$ cat config.mk
export PLATFORM = sky130hd
export DESIGN_NAME = periph_soc
export DESIGN_NICKNAME = d
export VERILOG_FILES = /design/src/soc_pkg.sv /design/src/code_fifo.sv /design/src/kbd_port.sv /design/src/pin_regs.sv /design/src/tick_timer.sv /design/src/wb_decoder.sv /design/src/periph_soc.sv
export SDC_FILE = /design/constraint.sdc
export NUM_CORES = 1
export LEC_CHECK = 0
export ABC_CLOCK_PERIOD_IN_PS = 4200
export BUFFER_PORTS_ARGS = -buffer_cell sky130_fd_sc_hd__buf_2
export CAP_MARGIN = 20
export CORE_UTILIZATION = 30
export DETAILED_ROUTE_END_ITERATION = 10
export PLACE_DENSITY = 0.48
export SKIP_CTS_REPAIR_TIMING = 1
export SLEW_MARGIN = 5
export SYNTH_ARGS = -nofsm -noshare
export SYNTH_HDL_FRONTEND = slang
export SYNTH_SLANG_ARGS = --single-unit
$ cat constraint.sdc
create_clock -name clk -period 4.2 [get_ports clk]
set_clock_uncertainty 0.05 [all_clocks]
set_input_delay 0.21 -clock clk [delete_from_list [all_inputs] [get_ports clk]]
set_output_delay 0.21 -clock clk [all_outputs]
set_load 0.1 [all_outputs]
$ cat src/soc_pkg.sv
// ========================================
// soc_pkg: peripheral address map, register
// offsets and bus widths of the device slave
// ========================================
`default_nettype none

package soc_pkg;

    // bus widths
    localparam int ADDR_W = 32;
    localparam int DATA_W = 32;

    // top address nibble of the device region
    localparam logic [3:0] DEV_REGION = 4'h2;

    // 4 KB slots, address bits 15:12
    typedef enum logic [3:0] {
        SLOT_DISPLAY = 4'd1,
        SLOT_USB     = 4'd4,
        SLOT_KBD     = 4'd5,
        SLOT_SD      = 4'd6,
        SLOT_FLASH   = 4'd7
    } periph_slot_e;

    // register offsets inside a slot
    typedef enum logic [11:0] {
        REG_STATUS  = 12'd0,
        REG_CODE    = 12'd4,
        REG_BTN     = 12'd8,
        REG_MOUSE_X = 12'd12,
        REG_MOUSE_Y = 12'd16
    } reg_off_e;

    // same offsets under their names in the USB and SPI slots
    localparam reg_off_e REG_PINS = REG_STATUS;
    localparam reg_off_e REG_MSW  = REG_CODE;
    localparam reg_off_e REG_LSW  = REG_BTN;

    localparam int KEY_W = 8;

    // {sclk, csn, mosi} after reset, chip deselected
    localparam logic [2:0] PIN_CSN_RESET = 3'b010;

endpackage

`default_nettype wire

$ cat src/code_fifo.sv
// ========================================
// code_fifo: circular buffer with count,
// full and empty flags
// ========================================
`timescale 1ns/1ns
`default_nettype none

module code_fifo #(
    parameter int DEPTH_LOG2 = 5,
    parameter int WIDTH      = 8
) (
    input  wire logic             clk,
    input  wire logic             reset_i,
    input  wire logic [WIDTH-1:0] wr_data_i,
    input  wire logic             enq_i,
    output      logic             full_o,
    input  wire logic             deq_i,
    output      logic [WIDTH-1:0] rd_data_o,
    output      logic             empty_o
);

    localparam int DEPTH = 1 << DEPTH_LOG2;

    logic [WIDTH-1:0]      mem [DEPTH];
    logic [DEPTH_LOG2-1:0] wr_ptr;
    logic [DEPTH_LOG2-1:0] rd_ptr;
    logic [DEPTH_LOG2:0]   count;
    logic                  do_enq;
    logic                  do_deq;

    // overflow and underflow requests are dropped
    assign do_enq = enq_i && !full_o;
    assign do_deq = deq_i && !empty_o;

    always_ff @(posedge clk) begin
        if (do_enq)
            mem[wr_ptr] <= wr_data_i;
    end

    always_ff @(posedge clk) begin
        if (reset_i) begin
            wr_ptr <= '0;
            rd_ptr <= '0;
            count  <= '0;
        end else begin
            if (do_enq)
                wr_ptr <= wr_ptr + 1'b1;
            if (do_deq)
                rd_ptr <= rd_ptr + 1'b1;
            if (do_enq && !do_deq)
                count <= count + 1'b1;
            else if (do_deq && !do_enq)
                count <= count - 1'b1;
        end
    end

    assign rd_data_o = mem[rd_ptr];
    assign full_o    = (count == (DEPTH_LOG2 + 1)'(DEPTH));
    assign empty_o   = (count == '0);

endmodule

`default_nettype wire

$ cat src/kbd_port.sv
// ========================================
// kbd_port: key code intake and pop sequence
// ========================================
`timescale 1ns/1ns
`default_nettype none

module kbd_port import soc_pkg::*; #(
    parameter int KBD_FIFO_DEPTH_LOG2 = 5
) (
    input  wire logic             clk,
    input  wire logic             reset_i,
    input  wire logic [KEY_W-1:0] kbd_code_i,
    input  wire logic             kbd_strobe_i,
    input  wire logic             pop_i,
    output      logic [KEY_W-1:0] code_o,
    output      logic             avail_o
);

    logic             enq_q;
    logic             deq_q;
    logic [KEY_W-1:0] code_q;
    logic [KEY_W-1:0] head;
    logic             full;
    logic             empty;

    // strobe captured here, enqueued one cycle later
    always_ff @(posedge clk) begin
        if (kbd_strobe_i)
            code_q <= kbd_code_i;
    end

    always_ff @(posedge clk) begin
        if (reset_i) begin
            enq_q  <= 1'b0;
            deq_q  <= 1'b0;
            code_o <= '0;
        end else begin
            enq_q <= kbd_strobe_i && !full;
            deq_q <= pop_i;
            // head is taken on the same edge it leaves the FIFO
            if (deq_q)
                code_o <= head;
        end
    end

    code_fifo #(
        .DEPTH_LOG2(KBD_FIFO_DEPTH_LOG2),
        .WIDTH(KEY_W)
    ) code_fifo_i (
        .clk       (clk),
        .reset_i   (reset_i),
        .wr_data_i (code_q),
        .enq_i     (enq_q),
        .full_o    (full),
        .deq_i     (deq_q),
        .rd_data_o (head),
        .empty_o   (empty)
    );

    assign avail_o = !empty;

endmodule

`default_nettype wire

$ cat src/pin_regs.sv
// ========================================
// pin_regs: display byte and bit-banged
// SD card and flash SPI pins
// ========================================
`timescale 1ns/1ns
`default_nettype none

module pin_regs import soc_pkg::*; (
    input  wire logic       clk,
    input  wire logic       reset_i,
    input  wire logic       disp_we_i,
    input  wire logic       sd_we_i,
    input  wire logic       flash_we_i,
    input  wire logic [7:0] wr_data_i,
    output      logic [7:0] display_o,
    output      logic       sd_csn_o,
    output      logic       sd_sclk_o,
    output      logic       sd_mosi_o,
    output      logic       flash_csn_o,
    output      logic       flash_sclk_o,
    output      logic       flash_mosi_o
);

    logic [2:0] spi_bits;

    // bit 2 sclk, bit 1 cs (active high on the bus), bit 0 mosi
    assign spi_bits = {wr_data_i[2], ~wr_data_i[1], wr_data_i[0]};

    always_ff @(posedge clk) begin
        if (reset_i) begin
            display_o                               <= 8'd0;
            {sd_sclk_o, sd_csn_o, sd_mosi_o}          <= PIN_CSN_RESET;
            {flash_sclk_o, flash_csn_o, flash_mosi_o} <= PIN_CSN_RESET;
        end else begin
            if (disp_we_i)
                display_o <= wr_data_i;
            if (sd_we_i)
                {sd_sclk_o, sd_csn_o, sd_mosi_o} <= spi_bits;
            if (flash_we_i)
                {flash_sclk_o, flash_csn_o, flash_mosi_o} <= spi_bits;
        end
    end

endmodule

`default_nettype wire

$ cat src/tick_timer.sv
// ========================================
// tick_timer: periodic interrupt with an
// end-of-interrupt handshake
// ========================================
`timescale 1ns/1ns
`default_nettype none

module tick_timer #(
    parameter int TIMER_PERIOD = 12000
) (
    input  wire logic clk,
    input  wire logic reset_i,
    input  wire logic eoi_i,
    output      logic irq_o
);

    localparam int CNT_W = $clog2(TIMER_PERIOD);

    typedef enum logic [1:0] {
        IDLE,
        RAISED,
        IN_HANDLER
    } timer_state_e;

    timer_state_e     state;
    logic [CNT_W-1:0] count;
    logic             tick;

    assign tick = (count == '0);

    // free-running reload counter
    always_ff @(posedge clk) begin
        if (reset_i || tick)
            count <= CNT_W'(TIMER_PERIOD - 1);
        else
            count <= count - 1'b1;
    end

    // handler drops eoi on entry, raises it on exit
    always_ff @(posedge clk) begin
        if (reset_i) begin
            state <= IDLE;
        end else begin
            case (state)
                IDLE: begin
                    // a tick with eoi low is lost
                    if (tick && eoi_i)
                        state <= RAISED;
                end
                RAISED: begin
                    if (!eoi_i)
                        state <= IN_HANDLER;
                end
                IN_HANDLER: begin
                    if (eoi_i)
                        state <= IDLE;
                end
                default: state <= IDLE;
            endcase
        end
    end

    assign irq_o = (state != IDLE);

endmodule

`default_nettype wire

$ cat src/wb_decoder.sv
// ========================================
// wb_decoder: Wishbone classic front end,
// ack, write strobes and read-back mux
// ========================================
`timescale 1ns/1ns
`default_nettype none

module wb_decoder import soc_pkg::*; (
    input  wire logic              clk,
    input  wire logic              reset_i,

    input  wire logic              wb_cyc_i,
    input  wire logic              wb_stb_i,
    input  wire logic              wb_we_i,
    input  wire logic [ADDR_W-1:0] wb_adr_i,
    input  wire logic [DATA_W-1:0] wb_dat_i,
    input  wire logic [3:0]        wb_sel_i,
    output      logic [DATA_W-1:0] wb_dat_o,
    output      logic              wb_ack_o,

    output      logic              disp_we_o,
    output      logic              sd_we_o,
    output      logic              flash_we_o,
    output      logic              kbd_pop_o,
    output      logic [7:0]        wr_data_o,

    input  wire logic [7:0]        display_i,
    input  wire logic [KEY_W-1:0]  kbd_code_i,
    input  wire logic              kbd_avail_i,
    input  wire logic [2:0]        mouse_btn_i,
    input  wire logic [15:0]       mouse_x_i,
    input  wire logic [15:0]       mouse_y_i,
    input  wire logic [63:0]       usb_report_i,
    input  wire logic              usb_report_valid_i,
    input  wire logic              sd_miso_i,
    input  wire logic              flash_miso_i
);

    logic         in_region;
    periph_slot_e slot;
    reg_off_e     off;
    logic         access;
    logic         wr_access;

    assign in_region = (wb_adr_i[ADDR_W-1 -: 4] == DEV_REGION);
    assign slot      = periph_slot_e'(wb_adr_i[15:12]);
    assign off       = reg_off_e'(wb_adr_i[11:0]);

    // new request sampled while ack is still low
    assign access    = wb_cyc_i && wb_stb_i && !wb_ack_o;
    assign wr_access = access && wb_we_i && in_region;

    always_ff @(posedge clk) begin
        if (reset_i) begin
            wb_ack_o <= 1'b0;
        end else begin
            wb_ack_o <= access;
        end
    end

    // strobes fire on the edge that raises ack
    assign disp_we_o  = wr_access && (slot == SLOT_DISPLAY) && (off == REG_PINS);
    assign sd_we_o    = wr_access && (slot == SLOT_SD) && (off == REG_PINS);
    assign flash_we_o = wr_access && (slot == SLOT_FLASH) && (off == REG_PINS);
    // pop only when something is queued
    assign kbd_pop_o  = wr_access && (slot == SLOT_KBD) && (off == REG_STATUS) && kbd_avail_i;

    assign wr_data_o  = wb_dat_i[7:0];

    // unmapped reads give zero
    always_comb begin
        wb_dat_o = '0;
        if (in_region) begin
            case (slot)
                SLOT_DISPLAY: begin
                    if (off == REG_PINS)
                        wb_dat_o = DATA_W'(display_i);
                end
                SLOT_USB: begin
                    case (off)
                        REG_STATUS: wb_dat_o = DATA_W'(usb_report_valid_i);
                        REG_MSW:    wb_dat_o = usb_report_i[63:32];
                        REG_LSW:    wb_dat_o = usb_report_i[31:0];
                        default:    wb_dat_o = '0;
                    endcase
                end
                SLOT_KBD: begin
                    case (off)
                        REG_STATUS:  wb_dat_o = DATA_W'(kbd_avail_i);
                        REG_CODE:    wb_dat_o = DATA_W'(kbd_code_i);
                        REG_BTN:     wb_dat_o = DATA_W'(mouse_btn_i);
                        REG_MOUSE_X: wb_dat_o = DATA_W'(mouse_x_i);
                        REG_MOUSE_Y: wb_dat_o = DATA_W'(mouse_y_i);
                        default:     wb_dat_o = '0;
                    endcase
                end
                SLOT_SD: begin
                    if (off == REG_PINS)
                        wb_dat_o = DATA_W'(sd_miso_i);
                end
                SLOT_FLASH: begin
                    if (off == REG_PINS)
                        wb_dat_o = DATA_W'(flash_miso_i);
                end
                default: wb_dat_o = '0;
            endcase
        end
    end

endmodule

`default_nettype wire

$ cat src/periph_soc.sv
// ========================================
// periph_soc: Wishbone peripheral slave with
// display, keyboard, mouse, USB, SPI, timer
// ========================================
`timescale 1ns/1ns
`default_nettype none

module periph_soc import soc_pkg::*; #(
    parameter int KBD_FIFO_DEPTH_LOG2 = 5,
    parameter int TIMER_PERIOD        = 12000
) (
    input  wire logic              clk,
    input  wire logic              reset_i,

    // Wishbone classic slave
    input  wire logic              wb_cyc_i,
    input  wire logic              wb_stb_i,
    input  wire logic              wb_we_i,
    input  wire logic [ADDR_W-1:0] wb_adr_i,
    input  wire logic [DATA_W-1:0] wb_dat_i,
    input  wire logic [3:0]        wb_sel_i,
    output      logic [DATA_W-1:0] wb_dat_o,
    output      logic              wb_ack_o,

    // PS/2 keyboard and mouse
    input  wire logic [KEY_W-1:0]  kbd_code_i,
    input  wire logic              kbd_strobe_i,
    input  wire logic [2:0]        mouse_btn_i,
    input  wire logic [15:0]       mouse_x_i,
    input  wire logic [15:0]       mouse_y_i,

    // USB report
    input  wire logic [63:0]       usb_report_i,
    input  wire logic              usb_report_valid_i,

    // SD card and flash SPI pins
    output      logic              sd_csn_o,
    output      logic              sd_sclk_o,
    output      logic              sd_mosi_o,
    input  wire logic              sd_miso_i,
    output      logic              flash_csn_o,
    output      logic              flash_sclk_o,
    output      logic              flash_mosi_o,
    input  wire logic              flash_miso_i,

    output      logic [7:0]        display_o,

    // timer interrupt
    output      logic              irq_o,
    input  wire logic              eoi_i
);

    logic             disp_we;
    logic             sd_we;
    logic             flash_we;
    logic             kbd_pop;
    logic [7:0]       wr_data;
    logic [KEY_W-1:0] kbd_code;
    logic             kbd_avail;

    wb_decoder wb_decoder_i (
        .clk                (clk),
        .reset_i            (reset_i),
        .wb_cyc_i           (wb_cyc_i),
        .wb_stb_i           (wb_stb_i),
        .wb_we_i            (wb_we_i),
        .wb_adr_i           (wb_adr_i),
        .wb_dat_i           (wb_dat_i),
        .wb_sel_i           (wb_sel_i),
        .wb_dat_o           (wb_dat_o),
        .wb_ack_o           (wb_ack_o),
        .disp_we_o          (disp_we),
        .sd_we_o            (sd_we),
        .flash_we_o         (flash_we),
        .kbd_pop_o          (kbd_pop),
        .wr_data_o          (wr_data),
        .display_i          (display_o),
        .kbd_code_i         (kbd_code),
        .kbd_avail_i        (kbd_avail),
        .mouse_btn_i        (mouse_btn_i),
        .mouse_x_i          (mouse_x_i),
        .mouse_y_i          (mouse_y_i),
        .usb_report_i       (usb_report_i),
        .usb_report_valid_i (usb_report_valid_i),
        .sd_miso_i          (sd_miso_i),
        .flash_miso_i       (flash_miso_i)
    );

    kbd_port #(
        .KBD_FIFO_DEPTH_LOG2(KBD_FIFO_DEPTH_LOG2)
    ) kbd_port_i (
        .clk          (clk),
        .reset_i      (reset_i),
        .kbd_code_i   (kbd_code_i),
        .kbd_strobe_i (kbd_strobe_i),
        .pop_i        (kbd_pop),
        .code_o       (kbd_code),
        .avail_o      (kbd_avail)
    );

    pin_regs pin_regs_i (
        .clk          (clk),
        .reset_i      (reset_i),
        .disp_we_i    (disp_we),
        .sd_we_i      (sd_we),
        .flash_we_i   (flash_we),
        .wr_data_i    (wr_data),
        .display_o    (display_o),
        .sd_csn_o     (sd_csn_o),
        .sd_sclk_o    (sd_sclk_o),
        .sd_mosi_o    (sd_mosi_o),
        .flash_csn_o  (flash_csn_o),
        .flash_sclk_o (flash_sclk_o),
        .flash_mosi_o (flash_mosi_o)
    );

    tick_timer #(
        .TIMER_PERIOD(TIMER_PERIOD)
    ) tick_timer_i (
        .clk     (clk),
        .reset_i (reset_i),
        .eoi_i   (eoi_i),
        .irq_o   (irq_o)
    );

endmodule

`default_nettype wire

==> results.toml <==
[status]
status = "complete, no violations"

[timing]
slew_viol_final = 0
period_share_pct = 80.0
setup_viol = 0
setup_tns_ps = 0
fin_crit_ps = 3360
hold_ws_ps = 22.7
rsz0062_at_grt = "no"
fmax_mhz = 298
maxSlewHeadroom_pct = 24.1
worstMarginPinSlew_ps = 1140
timing.final.ws_setup_ps = 842
hold_viol_final = 0

[critical_path]
worstPathArrival_ps = 3670
reg2reg_slack_ps = 840
cp-start-kind = "flip-flop"
crit_chain = "or4_4 > or3_1 > and2_1 > inv_1 > ha_1 > inv_1 > ha_1 > a21o_1 > a21oi_1 > nand4b_1 > nand4_1 > xnor2_1 > nor2_1"
end_kind = "flip-flop"
critical_path_class = "reg2reg"
slowest_delay_ps = 570
crit_slowest_cell = "or4_4"
cp_max_fo = 6
cp.required_ps = 4510

[detailed_routing]
drtPass1Iterations = 7
first_iter_violations = 633
drtAntennaViolNets = 0
avgViaCountPerCell = 4.94
vias = 8563
drc = 0
routedWlPerCell_um = 21.2
routed_wl_mm = 36.6

[global_routing]
grt_remaining_overflow = 0
grtUsageTotal_pct = 15.8
grt_pass1_vias = 8581
antenna_found_initial = 6
grt_pass1_wl_mm = 52.7
grt_max_degree = 43

[logic_synthesis]
yosys.cell_types.count = 58
ys_warn_count = 0
synthArstFlopShare_pct = 0
synth_ff_type = "edfxtp_1"
synthCells = 888
postSynthAreaPerCell_um2 = 15.1
netlist_area_mm2 = 0.0135
syn-num-nets = 1085
ys_seq_area_share_pct = 67.4
synth_edf_count = 264
synth-seq-cells = 321

[clock_network]
cts_tree = "built"
clk_latency_ps = 510
cts_buffer_depth = 3
cts.root.buffer_cell = "clkbuf_16"
cts_made_buffers = 35
clock_sinks = 321
htree_levels = 2
path_clk_slew_ps = 60

[floorplanning]
core_mm2 = 0.0442
boundaryPins = 233
die-area_mm2 = 0.0457
rows = 77
die_h_um = 214
die_x_um = 214
initial_core_util_pct = 30.4

[power_and_ir_drop]
ir_drop_mv = 0.317
power_w = 0.00698
power_leakage_nw = 5.49
p_per_area_mw_per_mm2 = 423

[layout]
n_fill_cell = 4157
final_cell_mix = "edfxtp_1, buf_2, nor2_1, dfxtp_1, mux4_2"
fin_nets = 1308
final_util_pct = 37.3
area_delta_synth_final_pct = 22.7
layout-drive-gt1-share_pct = 29.4
layout_commonest_cell = "edfxtp_1"

[place]
post-dp-hpwl_mm = 25.1
place.gp.congestion = 0.764
portBuffers = 192
post-place-ws_ps = 842

[min_path]
hp-class = "in2reg"

[job]
max-cap-violations = 0
==> routing by layer <==
layer / share of wire (%) / wire length [µm] / GRT usage (%)
met1: 43 / 15800 / 19.6
met4: 3.5 / 1280 / 6.58
met3: 4.6 / 1690 / 2.56
met2: 49 / 17900 / 27.2
met5: 0 / 0 / 0
==> kinds of logic (layout without fill, tap and decap cells) <==
logic type                 Yosys count  in the layout  share of synthesized area (%)
adders and majority gates           12             12                           1.17
other                                0              6                              0
DFF                                321            321                           67.4
and+or+nand+nor                    229            229                           8.21
muxes                               98             98                           12.0
xor gates and xnor gates            22             22                           1.43
AOI/OAI and AO/OA                  146            146                           7.76
buffers and inverters               60            306                           1.97
==> stage by stage <==
stage	cells	cell area [µm²]
floorplan	888	13500
global placement	1644	15100
detailed placement	1645	15100
CTS	1705	16200
global route	1732	16500
finish	1732	16500
==> final timing paths <==
| check | start | end | cells after the start |
|---|---|---|---|
| setup / recovery | kbd_port_i.code_fifo_i.count[1]$_SDFFE_PP0P_ | kbd_port_i.code_fifo_i.count[5]$_SDFFE_PP0P_ | 13 |
| hold / removal | kbd_strobe_i | kbd_port_i.enq_q$_SDFF_PP0_ | 2 |
| setup reg to reg | kbd_port_i.code_fifo_i.count[1]$_SDFFE_PP0P_ | kbd_port_i.code_fifo_i.count[5]$_SDFFE_PP0P_ | 13 |
| hold reg to reg | tick_timer_i.count[0]$_SDFF_PP1_ | tick_timer_i.count[0]$_SDFF_PP1_ | 1 |
==> Yosys cell counts (5+ instances only) <==
master	n	area [µm²]
mux4_2	51	1150
o21ai_0	5	25.0
buf_2	11	55.1
nand2_1	39	146
mux2i_1	46	460
edfxtp_1	264	7930
xnor2_1	13	114
nor2_1	109	409
a22o_1	7	61.3
buf_4	7	52.6
a211oi_1	11	82.6
a22oi_1	46	345
o221ai_1	7	61.3
a222oi_1	12	120
nor3_1	12	60.1
o22ai_1	16	100
nand3_1	16	80.1
xor2_1	9	78.8
nand4_1	6	37.5
nor2b_1	5	31.3
ha_1	11	138
a21oi_1	30	150
dfxtp_1	57	1140
clkbuf_1	29	109
inv_1	11	41.3
nand2b_1	9	56.3
==> where the power goes <==
| part | internal [W] | leakage, nW | switching [W] |
|---|---|---|---|
| Combinational | 0.000193 | 2.10 | 0.000266 |
| Sequential | 0.00351 | 2.84 | 0.0000398 |
| Clock | 0.00178 | 0.544 | 0.00120 |
| Total | 0.00548 | 5.49 | 0.00150 |
==> flip-flops by register name, indices dropped and copies added (netlist names) <==
register,count
pin_regs_i.display_o,8
kbd_port_i.code_q,8
pin_regs_i.flash_mosi_o,1
tick_timer_i.count,14
pin_regs_i.flash_sclk_o,1
kbd_port_i.code_fifo_i.mem,256
kbd_port_i.code_fifo_i.rd_ptr,5
pin_regs_i.sd_sclk_o,1
wb_decoder_i.wb_ack_o,1
pin_regs_i.sd_mosi_o,1
kbd_port_i.code_o,8
pin_regs_i.flash_csn_o,1
kbd_port_i.enq_q,1
tick_timer_i.state,2
kbd_port_i.deq_q,1
pin_regs_i.sd_csn_o,1
kbd_port_i.code_fifo_i.count,6
kbd_port_i.code_fifo_i.wr_ptr,5
==> final cells by class <==
| class | count | area, µm² | area share, % |
|---|---|---|---|
| timing repair buffer | 235 | 1400 | 8.51 |
| multi-input combinational | 507 | 4130 | 25.0 |
| clock buffer | 51 | 1000 | 6.06 |
| inverter | 11 | 41.3 | 0.250 |
| sequential | 321 | 9070 | 55.0 |
| clock inverter | 9 | 104 | 0.629 |
| antenna | 6 | 15.0 | 0.0910 |
| tap | 592 | 741 | 4.49 |
==> critical path, delay by kind of cell (launching register included) <==
family / cells / cell delay (ps)
compound gates: 2 / 450
xor+xnor: 1 / 140
fa+ha+maj: 2 / 480
buf+inv: 2 / 240
flops: 1 / 350
simple gates: 6 / 1500
Note: power is estimated with default switching activity, not from simulation.
